`config.mk`:
```
export PLATFORM = sky130hd
export DESIGN_NAME = io_fabric_top
export DESIGN_NICKNAME = d
export VERILOG_FILES = /design/src/common/io_bus_pkg.sv /design/src/common/io_map_pkg.sv /design/src/io_bridge/io_bridge.sv /design/src/verilog/io_decode.sv /design/src/verilog/io_return.sv /design/src/verilog/io_fabric_top.sv
export SDC_FILE = /design/constraint.sdc
export NUM_CORES = 1
export LEC_CHECK = 0
export BUFFER_PORTS_ARGS = -buffer_cell sky130_fd_sc_hd__buf_2
export CAP_MARGIN = 20
export CORE_MARGIN = 2
export CORE_UTILIZATION = 54
export DETAILED_ROUTE_END_ITERATION = 8
export PLACE_DENSITY = 0.9
export SLEW_MARGIN = 0
export SYNTH_ARGS = -nofsm -noshare
export SYNTH_HDL_FRONTEND = slang
export SYNTH_SLANG_ARGS = --single-unit
```
`constraint.sdc`:
```
create_clock -name clk_sys -period 6.44 [get_ports clk_sys]
set_input_delay 0.966 -clock clk_sys [delete_from_list [all_inputs] [get_ports clk_sys]]
set_output_delay 0.966 -clock clk_sys [all_outputs]
set_load 0.005 [all_outputs]
```
`src/common/io_bus_pkg.sv`:
```
`default_nettype none

package io_bus_pkg;

	typedef logic [15:0] io_addr_t;   // port address
	typedef logic [31:0] io_data_t;   // cpu side data
	typedef logic [7:0]  io_byte_t;   // byte device data
	typedef logic [2:0]  io_len_t;    // bytes per access, 1 2 or 4

	// cpu request, held until the matching done
	typedef struct packed {
		logic     read_do;
		logic     write_do;
		io_addr_t address;
		io_len_t  length;
		io_data_t writedata;
	} io_req_t;

	// one bus cycle as seen by the devices
	typedef struct packed {
		io_addr_t address;
		logic     read;       // one cycle strobe
		logic     write;      // one cycle strobe
		io_len_t  datasize;   // 4 on a 32-bit cycle, else 1
		io_data_t writedata;
	} io_bus_t;

	// read data from every device, answered within the strobe cycle
	typedef struct packed {
		io_data_t hdd0;
		io_data_t hdd1;
		io_byte_t fdd0;
		io_byte_t pit;
		io_byte_t pic;
		io_byte_t rtc;
		io_byte_t uart;
		io_byte_t vga;
	} dev_rdata_t;

endpackage

`default_nettype wire

```
`src/common/io_map_pkg.sv`:
```
`default_nettype none

package io_map_pkg;

	// devices that keep a port range on the fabric
	typedef enum logic [2:0] {
		DEV_HDD0,
		DEV_HDD1,
		DEV_FDD0,
		DEV_PIT,
		DEV_PIC,
		DEV_RTC,
		DEV_UART,
		DEV_VGA
	} dev_id_t;

	localparam int N_DEV = 8;

	typedef logic [N_DEV-1:0] dev_cs_t;   // indexed by dev_id_t

	localparam logic [15:0] HDD0_BASE     = 16'h01F0; // 1F0-1F7
	localparam logic [15:0] HDD0_MASK     = 16'hFFF8;
	localparam logic [15:0] HDD0_ALT      = 16'h03F6; // device control
	localparam logic [15:0] HDD0_ALT_MASK = 16'hFFFF;
	localparam logic [15:0] HDD1_BASE     = 16'h0170; // 170-177
	localparam logic [15:0] HDD1_MASK     = 16'hFFF8;
	localparam logic [15:0] HDD1_ALT      = 16'h0376;
	localparam logic [15:0] HDD1_ALT_MASK = 16'hFFFF;
	localparam logic [15:0] FDD0_BASE     = 16'h03F0; // 3F0-3F7, 3F6 goes to hdd0
	localparam logic [15:0] FDD0_MASK     = 16'hFFF8;
	localparam logic [15:0] PIT_BASE      = 16'h0040; // 40-43
	localparam logic [15:0] PIT_MASK      = 16'hFFFC;
	localparam logic [15:0] PIT_ALT       = 16'h0061; // speaker gate port
	localparam logic [15:0] PIT_ALT_MASK  = 16'hFFFF;
	localparam logic [15:0] PIC_BASE      = 16'h0020; // master
	localparam logic [15:0] PIC_MASK      = 16'hFFFE;
	localparam logic [15:0] PIC_ALT       = 16'h00A0; // slave
	localparam logic [15:0] PIC_ALT_MASK  = 16'hFFFE;
	localparam logic [15:0] RTC_BASE      = 16'h0070;
	localparam logic [15:0] RTC_MASK      = 16'hFFFE;
	localparam logic [15:0] UART_BASE     = 16'h03F8; // com1
	localparam logic [15:0] UART_MASK     = 16'hFFF8;
	localparam logic [15:0] VGA_BASE      = 16'h03B0; // mono block 3B0-3BF
	localparam logic [15:0] VGA_MASK      = 16'hFFF0;
	localparam logic [15:0] VGA_ALT       = 16'h03C0; // 3C0-3DF in one compare
	localparam logic [15:0] VGA_ALT_MASK  = 16'hFFE0;

	// clear on an hdd port means the 32-bit data register
	localparam int IO32_ADDR_BIT = 9;

endpackage

`default_nettype wire

```
`src/io_bridge/io_bridge.sv`:
```
`default_nettype none

module io_bridge import io_bus_pkg::*; (
	input  wire logic     clk_sys,
	input  wire logic     rst_n,

	input  wire io_req_t  cpu_req,
	input  wire logic     io32,
	input  wire io_data_t ret_data,

	output io_bus_t       bus,
	output io_data_t      cpu_read_data,
	output logic          cpu_read_done,
	output logic          cpu_write_done
);

	typedef enum logic [2:0] {
		ST_IDLE,
		ST_ADDR,     // address out, strobes low
		ST_STROBE,   // chip selects valid, one strobe high
		ST_DATA,     // ret_data holds the strobe cycle data
		ST_DONE
	} state_t;

	state_t     state;
	io_req_t    req_q;       // latched request
	logic [1:0] beat_q;      // byte index of the current beat
	logic       mode32;      // access runs as a single 32-bit beat
	logic       wide;
	logic       last_beat;
	io_data_t   rdata_q;     // read assembly

	// io32 only counts once the first address has gone through decode
	assign wide = mode32 | ((state == ST_STROBE) & (beat_q == 2'd0) & io32);

	assign last_beat = mode32 | (({1'b0, beat_q} + 3'd1) >= req_q.length);

	always_ff @(posedge clk_sys or negedge rst_n) begin
		if (!rst_n) begin
			state  <= ST_IDLE;
			req_q  <= '0;
			beat_q <= 2'd0;
			mode32 <= 1'b0;
		end else begin
			case (state)
				ST_IDLE: begin
					if (cpu_req.read_do | cpu_req.write_do) begin
						req_q  <= cpu_req;
						beat_q <= 2'd0;
						mode32 <= 1'b0;
						state  <= ST_ADDR;
					end
				end
				ST_ADDR: begin
					state <= ST_STROBE;
				end
				ST_STROBE: begin
					if (beat_q == 2'd0)
						mode32 <= io32; // hdd data port, length no longer matters
					state <= ST_DATA;
				end
				ST_DATA: begin
					if (last_beat) begin
						state <= ST_DONE;
					end else begin
						beat_q <= beat_q + 2'd1;
						state  <= ST_ADDR;
					end
				end
				ST_DONE: begin
					state <= ST_IDLE;
				end
				default: begin
					state <= ST_IDLE;
				end
			endcase
		end
	end

	always_ff @(posedge clk_sys) begin
		if (state == ST_IDLE && (cpu_req.read_do | cpu_req.write_do))
			rdata_q <= '0;   // bytes past the length stay zero
		else if (state == ST_DATA) begin
			if (mode32)
				rdata_q <= ret_data;
			else
				rdata_q[8*beat_q +: 8] <= ret_data[7:0];
		end
	end

	always_comb begin
		bus.address   = req_q.address + io_addr_t'(beat_q);
		bus.read      = (state == ST_STROBE) & req_q.read_do;
		bus.write     = (state == ST_STROBE) & req_q.write_do;
		bus.datasize  = wide ? 3'd4 : 3'd1;
		bus.writedata = wide ? req_q.writedata : {24'd0, req_q.writedata[8*beat_q +: 8]};
	end

	assign cpu_read_data  = rdata_q;
	assign cpu_read_done  = (state == ST_DONE) & req_q.read_do;
	assign cpu_write_done = (state == ST_DONE) & req_q.write_do;

	a_one_dir: assert property (@(posedge clk_sys) disable iff (!rst_n)
		!(bus.read && bus.write))
		else $error("read and write strobes high together");

	// the cpu drops do only after seeing done, so a longer pulse would repeat
	a_rd_done_pulse: assert property (@(posedge clk_sys) disable iff (!rst_n)
		cpu_read_done |=> !cpu_read_done)
		else $error("read done longer than one cycle");

	a_wr_done_pulse: assert property (@(posedge clk_sys) disable iff (!rst_n)
		cpu_write_done |=> !cpu_write_done)
		else $error("write done longer than one cycle");

endmodule

`default_nettype wire

```
`src/verilog/io_decode.sv`:
```
`default_nettype none

module io_decode import io_bus_pkg::*, io_map_pkg::*; (
	input  wire logic    clk_sys,
	input  wire logic    rst_n,
	input  wire io_bus_t bus,
	output dev_cs_t      dev_cs,
	output logic         io32
);

	dev_cs_t cs_next;

	function automatic logic hit(
		input io_addr_t    addr,
		input logic [15:0] base,
		input logic [15:0] mask
	);
		return (addr & mask) == base;
	endfunction

	always_comb begin
		cs_next = '0;
		cs_next[DEV_HDD0] = hit(bus.address, HDD0_BASE, HDD0_MASK) |
			hit(bus.address, HDD0_ALT, HDD0_ALT_MASK);
		cs_next[DEV_HDD1] = hit(bus.address, HDD1_BASE, HDD1_MASK) |
			hit(bus.address, HDD1_ALT, HDD1_ALT_MASK);
		// 3F6 belongs to hdd0
		cs_next[DEV_FDD0] = hit(bus.address, FDD0_BASE, FDD0_MASK) & ~cs_next[DEV_HDD0];
		cs_next[DEV_PIT]  = hit(bus.address, PIT_BASE, PIT_MASK) |
			hit(bus.address, PIT_ALT, PIT_ALT_MASK);
		cs_next[DEV_PIC]  = hit(bus.address, PIC_BASE, PIC_MASK) |
			hit(bus.address, PIC_ALT, PIC_ALT_MASK);
		cs_next[DEV_RTC]  = hit(bus.address, RTC_BASE, RTC_MASK);
		cs_next[DEV_UART] = hit(bus.address, UART_BASE, UART_MASK);
		cs_next[DEV_VGA]  = hit(bus.address, VGA_BASE, VGA_MASK) |
			hit(bus.address, VGA_ALT, VGA_ALT_MASK);
	end

	always_ff @(posedge clk_sys or negedge rst_n) begin
		if (!rst_n) begin
			dev_cs <= '0;
			io32   <= 1'b0;
		end else begin
			dev_cs <= cs_next;
			// data register sits below the 3xx control block
			io32   <= (cs_next[DEV_HDD0] | cs_next[DEV_HDD1]) &
				~bus.address[IO32_ADDR_BIT];
		end
	end

	// port ranges in the map must not overlap
	a_cs_onehot: assert property (@(posedge clk_sys) disable iff (!rst_n)
		$onehot0(dev_cs))
		else $error("more than one chip select for port %h", bus.address);

endmodule

`default_nettype wire

```
`src/verilog/io_return.sv`:
```
`default_nettype none

module io_return import io_bus_pkg::*, io_map_pkg::*; #(
	parameter io_byte_t UNMAPPED_BYTE = 8'hFF
) (
	input  wire logic       clk_sys,
	input  wire logic       rst_n,
	input  wire io_bus_t    bus,
	input  wire dev_cs_t    dev_cs,
	input  wire dev_rdata_t dev_rdata,
	output io_data_t        ret_data
);

	io_byte_t byte_sel;
	io_data_t data_sel;

	always_comb begin
		if (dev_cs[DEV_FDD0])
			byte_sel = dev_rdata.fdd0;
		else if (dev_cs[DEV_PIT])
			byte_sel = dev_rdata.pit;
		else if (dev_cs[DEV_PIC])
			byte_sel = dev_rdata.pic;
		else if (dev_cs[DEV_RTC])
			byte_sel = dev_rdata.rtc;
		else if (dev_cs[DEV_UART])
			byte_sel = dev_rdata.uart;
		else if (dev_cs[DEV_VGA])
			byte_sel = dev_rdata.vga;
		else
			byte_sel = UNMAPPED_BYTE;   // open bus
	end

	// hdd ports return the full word, the bridge keeps what it needs
	always_comb begin
		if (dev_cs[DEV_HDD0])
			data_sel = dev_rdata.hdd0;
		else if (dev_cs[DEV_HDD1])
			data_sel = dev_rdata.hdd1;
		else
			data_sel = {24'd0, byte_sel};
	end

	always_ff @(posedge clk_sys) begin
		if (bus.read)
			ret_data <= data_sel;
	end

	// devices must answer within the strobe cycle
	a_rdata_known: assert property (@(posedge clk_sys) disable iff (!rst_n)
		bus.read |-> !$isunknown(data_sel))
		else $error("unknown read data at port %h", bus.address);

endmodule

`default_nettype wire

```
`src/verilog/io_fabric_top.sv`:
```
`default_nettype none

module io_fabric_top import io_bus_pkg::*, io_map_pkg::*; #(
	parameter io_byte_t UNMAPPED_BYTE = 8'hFF
) (
	input  wire logic       clk_sys,
	input  wire logic       rst_n,

	input  wire io_req_t    cpu_req,
	output io_data_t        cpu_read_data,
	output logic            cpu_read_done,
	output logic            cpu_write_done,

	output io_bus_t         bus,
	output dev_cs_t         dev_cs,
	input  wire dev_rdata_t dev_rdata
);

	logic     io32;       // current bus address hits a 32-bit data port
	io_data_t ret_data;   // data picked from the strobe cycle

	io_bridge io_bridge_i (
		.clk_sys        (clk_sys),
		.rst_n          (rst_n),
		.cpu_req        (cpu_req),
		.io32           (io32),
		.ret_data       (ret_data),
		.bus            (bus),
		.cpu_read_data  (cpu_read_data),
		.cpu_read_done  (cpu_read_done),
		.cpu_write_done (cpu_write_done)
	);

	io_decode io_decode_i (
		.clk_sys (clk_sys),
		.rst_n   (rst_n),
		.bus     (bus),
		.dev_cs  (dev_cs),
		.io32    (io32)
	);

	io_return #(
		.UNMAPPED_BYTE (UNMAPPED_BYTE)
	) io_return_i (
		.clk_sys   (clk_sys),
		.rst_n     (rst_n),
		.bus       (bus),
		.dev_cs    (dev_cs),
		.dev_rdata (dev_rdata),
		.ret_data  (ret_data)
	);

endmodule

`default_nettype wire

```
* Word-level counts from Yosys, hierarchy flattened
Cells that the tools add are included.
** Word-level totals
- Register bits :: 132
- Word-level logic and storage cells :: 88
** Operators by class
- Add/subtract/negate cells :: 4
- Magnitude comparators :: 1
- Eq/ne operators :: 20
- Shift operators :: 3
- Muxes and demuxes :: 21
- Bitwise gates (word level) :: 19
- Reductions and logical operators :: 8
** Operator list (count)
- two-way mux 32 bit :: 4
- two-way mux 8 bit :: 6
- negator 5 -> 34 bit :: 1
- variable shift 8 x 34 -> 32 bit (first input constant) :: 1
- indexed part select 8 x 34 -> 32 bit :: 1
- bitwise mux 32 bit :: 1
- equality test 16 x 10 -> 1 bit (second input constant) :: 2
- indexed part select 32 x 6 -> 8 bit :: 1
- equality test 13 x 6 -> 1 bit (second input constant) :: 2
- equality test 13 x 7 -> 1 bit (second input constant) :: 2
- adder 16 x 2 -> 16 bit :: 1
- equality test 16 x 7 -> 1 bit (second input constant) :: 1
- equality test 15 x 5 -> 1 bit (second input constant) :: 1
- equality test 15 x 6 -> 1 bit (second input constant) :: 1
- equality test 15 x 7 -> 1 bit (second input constant) :: 1
- equality test 14 x 5 -> 1 bit (second input constant) :: 1
- equality test 12 x 6 -> 1 bit (second input constant) :: 1
- one-hot mux 3 bit (4 select lines) :: 1
- equality test 11 x 5 -> 1 bit (second input constant) :: 1
- two-way mux 3 bit :: 3
- OR 1 bit :: 9
- AND 1 bit :: 8
- equality test 3 x 2 -> 1 bit (second input constant) :: 2
- AND reduction 3 bit :: 2
- other kinds (17) :: 22

* Longest topological paths before layout
- Word-level depth :: 8
- Gate-level depth with buffers :: 12
- Mapped depth without buffers :: 9

* Modules after synthesis
A second synthesis with hierarchy kept.
** Second synthesis, totals
- Cells, all modules :: 638
- Area, all modules :: 7040.5 sq um
** By module, submodules not included
- io_bridge :: instances 1, cells each 446, area each 4684.5 sq um, sequential area each 2117.0 sq um
- io_return :: instances 1, cells each 157, area each 1935.6 sq um, sequential area each 960.9 sq um
- io_decode :: instances 1, cells each 35, area each 420.4 sq um, sequential area each 225.2 sq um

* Worst setup path after synthesis
OpenSTA, ideal clock, no wires.
- Path type :: register -> output
- From :: reg io_bridge_i.beat_q[0]
- To :: out bus[4] in the netlist's numbering
- Arrival :: 2.594 ns
- Data required time :: 5.474 ns
- Path slack :: 2.880 ns
- Stages on the path, launching flop included :: 13
- Cell sequence :: dfrtp_1 > buf_1 > clkinv_1 > ha_1 > nor4bb_1 > nand2_1 > nand2b_1 > buf_4 > inv_1 > clkbuf_1 > and3_1 > a21oi_1 > o21ai_0
** RTL lines
- from (decl) :: RTL line io_bridge.sv:27 : logic [1:0] beat_q;
- from (signal assigned) :: RTL line io_bridge.sv:66 : beat_q <= beat_q + 2'd1;
- to (decl) :: RTL line io_fabric_top.sv:14 : output io_bus_t bus,

==> impl_table.tex <==
\begin{tabular}{lr}
\hline
Metric & Value \\
\hline
\multicolumn{2}{l}{\textbf{Pwr}} \\
Reported net switching power & 1.433 mW \\
Proportion of total power due to net switching & 38.12\% \\
Standby leakage power & 4.279 nW \\
Portion of total power attributed to combinational logic & 34.2\% \\
Part of the total power dissipated in the clock network & a little over a quarter \\
Sequential fraction of design power & 38.6\% \\
Worst vdd rail ir drop & 0.3366 mV \\
Power after layout & 3.760 mW \\
Total power density per cell area & 423.2 nW/um\^{}2 \\
Internal power of the cells & 2.327 mW \\
\multicolumn{2}{l}{\textbf{STA}} \\
Post-layout minimum cycle time & 5336 ps \\
Hold Fails Final Rpt & 0 \\
Final number of setup-violating endpoints & 0 \\
RSZ-0062 raised after global routing & false \\
Pin slew with the least headroom to its limit & 1085 ps \\
Highest Clock Rate & roughly 0.19 GHz \\
Sum of negative setup slack & 0 ps \\
Worst slew slack as a fraction of its limit & 27.40\% \\
Max Clock Skew & 11.65 ps \\
Max Slew Vio Count & 0 \\
Final worst path period share & 82.86\% \\
Hold slack & a little under 500 ps \\
\multicolumn{2}{l}{\textbf{Job}} \\
Count of maximum capacitance violations & 0 \\
\multicolumn{2}{l}{\textbf{Routing}} \\
Wire per inst & 16.97 um \\
Via total after detailed routing & 6,679 \\
Average vias per placed instance & between 5 and 6 \\
Post-detailed-routing wire length & approximately 20 mm \\
DRC violation count after routing & 0 \\
Iter 0 DRT Violations & 770 \\
Initial DRT Pass Iterations & 5 \\
Post-route antenna net violation count & 0 \\
\multicolumn{2}{l}{\textbf{Clock network}} \\
Number of clock buffers inserted by TritonCTS & 17 \\
TritonCTS clock tree & done \\
Clock tree sinks & 132 \\
Maximum level of the CTS H-tree & 4 \\
Clock transition time at the flip-flop clock pins of the worst setup and hold paths & 60 ps \\
Post-CTS Setup Bufs & 0 \\
Latest clock arrival within the worst-skew pair & 420 ps \\
Worst-case clock buffer depth & 2 \\
Number of gates resized after CTS & 0 \\
Number of buffers inserted by hold repair at cts & 0 \\
CTS Root Buffer Type & sky130\_fd\_sc\_hd\_\_clkbuf\_16 \\
\multicolumn{2}{l}{\textbf{Setup path}} \\
Critical path, cell by cell & clkinv\_1 > ha\_1 > nor4bb\_1 > nand2\_1 > nand2b\_1 > inv\_1 > and2\_1 > a22oi\_1 > o21ai\_0 > buf\_2 \\
Master of the slowest instance on the critical path & sky130\_fd\_sc\_hd\_\_dfrtp\_1 \\
Endpoint class of the critical path & primary output \\
Worst endpoint required time & 5470 ps \\
CP Data Arrival Time & 4370 ps \\
Worst stage delay on the critical path & $\sim$950 ps \\
Crit start category & flip-flop \\
Worst setup path category & reg -> out \\
Worst Path Max Fanout & 34 \\
\multicolumn{2}{l}{\textbf{Placement}} \\
Number of buffer cells added on primary ports & 260 \\
Half-perimeter wire length after detailed placement & 14.01 mm \\
Final weighted congestion in routability-driven placement & 0.9226 \\
Post-detailed-placement cell area & 8252 um\^{}2 \\
\multicolumn{2}{l}{\textbf{Synth}} \\
Count of distinct cell types in the synthesized netlist & 58 \\
Mapped Cells & 771 \\
Top cell type's share of synthesized area & roughly a quarter \\
Sequential fraction of the synthesis area & roughly 48\% \\
Synthesized flop and latch total & 132 \\
Synthesized netlist net count & 949 \\
Dominant register cell in the synthesized netlist & sky130\_fd\_sc\_hd\_\_dfrtp\_1 \\
Top cell type by total area after synthesis & sky130\_fd\_sc\_hd\_\_dfrtp\_1 \\
Top cells by area, synth & sky130\_fd\_sc\_hd\_\_dfrtp\_1, sky130\_fd\_sc\_hd\_\_edfxtp\_1, sky130\_fd\_sc\_hd\_\_dfxtp\_1, sky130\_fd\_sc\_hd\_\_nand2\_1, sky130\_fd\_sc\_hd\_\_a22oi\_1 \\
Fraction of registers with async set/reset & roughly 52\% \\
Post-synth design cell area & 6909 um\^{}2 \\
Average footprint of a synthesized cell & 8.961 um\^{}2 \\
Number of warning messages in the yosys log & 0 \\
EDFF count, synth & 32 \\
\multicolumn{2}{l}{\textbf{Cells and area}} \\
Finished layout cell area & 8885 um\^{}2 \\
Fraction of final layout cells sized beyond drive strength 1 & 31.36\% \\
Filler cell count & approximately 970 \\
Layout area overhead & 28.59\% \\
Layout Utilization & 70.69\% \\
Number of nets in the layout & 1,179 \\
\multicolumn{2}{l}{\textbf{Global routing}} \\
Largest net degree at the start of global routing & 69 \\
GRT Total Usage & 29.54\% \\
Number of global-route vias before repair & 6,076 \\
Total gr overflow & 0 \\
First-pass GRT wire length & 30.87 mm \\
Number of antenna violations at the first check in global routing & 2 \\
\multicolumn{2}{l}{\textbf{Floorplan}} \\
Total core area & 12,570 um\^{}2 \\
Initial Utilization & a little over half \\
I/O pin count & around 260 \\
Die X-Extent & 117.1 um \\
Floorplan die height & 117.1 um \\
Die Area & 13,720 um\^{}2 \\
Std-Cell Rows & just over 40 \\
\multicolumn{2}{l}{\textbf{Status}} \\
Status & complete, no violations \\
\multicolumn{2}{l}{\textbf{Worst hold path}} \\
Worst min-delay path category & reg -> reg \\
\hline
\end{tabular}
==> state kept, by name, indices dropped and copies added (netlist names) <==
name,flops
io_decode_i.dev_cs,8
io_return_i.ret_data,32
io_bridge_i.mode32,1
io_decode_i.io32,1
io_bridge_i.req_q,53
io_bridge_i.cpu_read_data,32
io_bridge_i.state,3
io_bridge_i.beat_q,2
==> layout make-up <==
class	count	area [um^2]	area share (%)
clock inverters	14	177.7	2.000
flip-flops and latches	132	3303	37.18
clock buffers	18	450.4	5.070
multi-input cells	549	3256	36.64
well taps	172	215.2	2.422
repair buffers	266	1346	15.15
diodes	2	5.005	0.05633
inverters	35	131.4	1.479
==> worst max-delay path, delay by kind of cell (launching register included) <==
kind	cells	cell delay, ps
buffers and inverters	3	1450
DFF	1	950
and+or+nand+nor	4	880
adders and majority gates	1	400
AOI/OAI and AO/OA	2	250
==> routing by layer <==
metal	wire [um]	vias to the layer above	track usage (%)	share of wire [%]
met2	9898	355	48.40	49
met1	8109	3119	38.26	40
met4	631	0	13.02	3.1
met3	1525	44	5.922	7.6
met5	0	-	0	0
li1	-	3161	-	-
==> synthesized netlist by cell type, drive strengths merged, types with 17 or more instances <==
| cell | number |
|---|---|
| edfxtp | 32 |
| dfxtp | 32 |
| inv | 34 |
| clkbuf | 36 |
| a22o | 23 |
| o21ai | 17 |
| nand2 | 169 |
| nor2 | 60 |
| a21oi | 46 |
| a211oi | 23 |
| dfrtp | 68 |
| nor2b | 35 |
| buf | 19 |
| a221o | 21 |
| a22oi | 38 |
==> final timing paths <==
path	startpoint	to	slack, ps	depth (start not counted)
worst max-delay path	io_bridge_i.beat_q[0]	bus[7]	1100	10
worst min-delay path	io_bridge_i.req_q[32]	io_bridge_i.req_q[32]	490	2
worst max register to register	io_bridge_i.beat_q[0]	io_bridge_i.cpu_read_data[24]	2780	7
worst min register to register	io_bridge_i.req_q[32]	io_bridge_i.req_q[32]	490	2
max in group asynchronous	rst_n	io_bridge_i.req_q[50]	5140	2
min in group asynchronous	rst_n	io_bridge_i.req_q[28]	720	2
==> power by group through the flow <==
stage,registers [mW],clock network [mW],logic (mW)
CTS,1.44,1.03,1.29
global placement,1.44,0,1.22
global route,1.48,1.07,1.45
finish,1.45,1.02,1.29
floorplan,1.34,0,0.893
detailed placement,1.45,0,1.26
==> cell families after synthesis <==
| logic type | share of synthesized area [%] |
|---|---|
| XOR/XNOR | 2.137 |
| AND/OR/NAND/NOR | 21.68 |
| flip-flops | 47.81 |
| buffers and inverters | 5.252 |
| AO/OA/AOI/OAI | 19.23 |
| multiplexers | 1.739 |
| adder cells (fa/ha/maj) | 2.101 |
| other | 0.05428 |
==> through the flow <==
stage	setup WS [ps]	cells
final	1104	1188
after global routing	778.5	1188
after CTS	1203	1186
after detailed placement	1687	1154
after global placement	1896	1154
after floorplan	2880	771
==> cell usage in the layout, fill, tap and decap left out, types with 4 or more instances in the layout <==
cell	count
sky130_fd_sc_hd__buf_2	260
sky130_fd_sc_hd__nand2_1	169
sky130_fd_sc_hd__dfrtp_1	68
sky130_fd_sc_hd__nor2_1	60
sky130_fd_sc_hd__a21oi_1	45
sky130_fd_sc_hd__a22oi_1	38
sky130_fd_sc_hd__nor2b_1	35
sky130_fd_sc_hd__inv_1	33
sky130_fd_sc_hd__dfxtp_1	32
sky130_fd_sc_hd__edfxtp_1	32
sky130_fd_sc_hd__a22o_1	23
sky130_fd_sc_hd__a211oi_1	23
sky130_fd_sc_hd__a221o_1	21
sky130_fd_sc_hd__clkbuf_16	18
sky130_fd_sc_hd__o21ai_0	15
sky130_fd_sc_hd__and3_1	14
sky130_fd_sc_hd__ha_1	10
sky130_fd_sc_hd__nand3_1	8
sky130_fd_sc_hd__nor3_1	8
sky130_fd_sc_hd__xnor2_1	8
sky130_fd_sc_hd__mux2_2	8
sky130_fd_sc_hd__xor2_1	7
sky130_fd_sc_hd__nor3b_1	6
sky130_fd_sc_hd__buf_4	6
sky130_fd_sc_hd__nor4_1	5
sky130_fd_sc_hd__inv_8	5
sky130_fd_sc_hd__nand2b_1	4
sky130_fd_sc_hd__inv_6	4
Power figures use the tool's default switching activity.
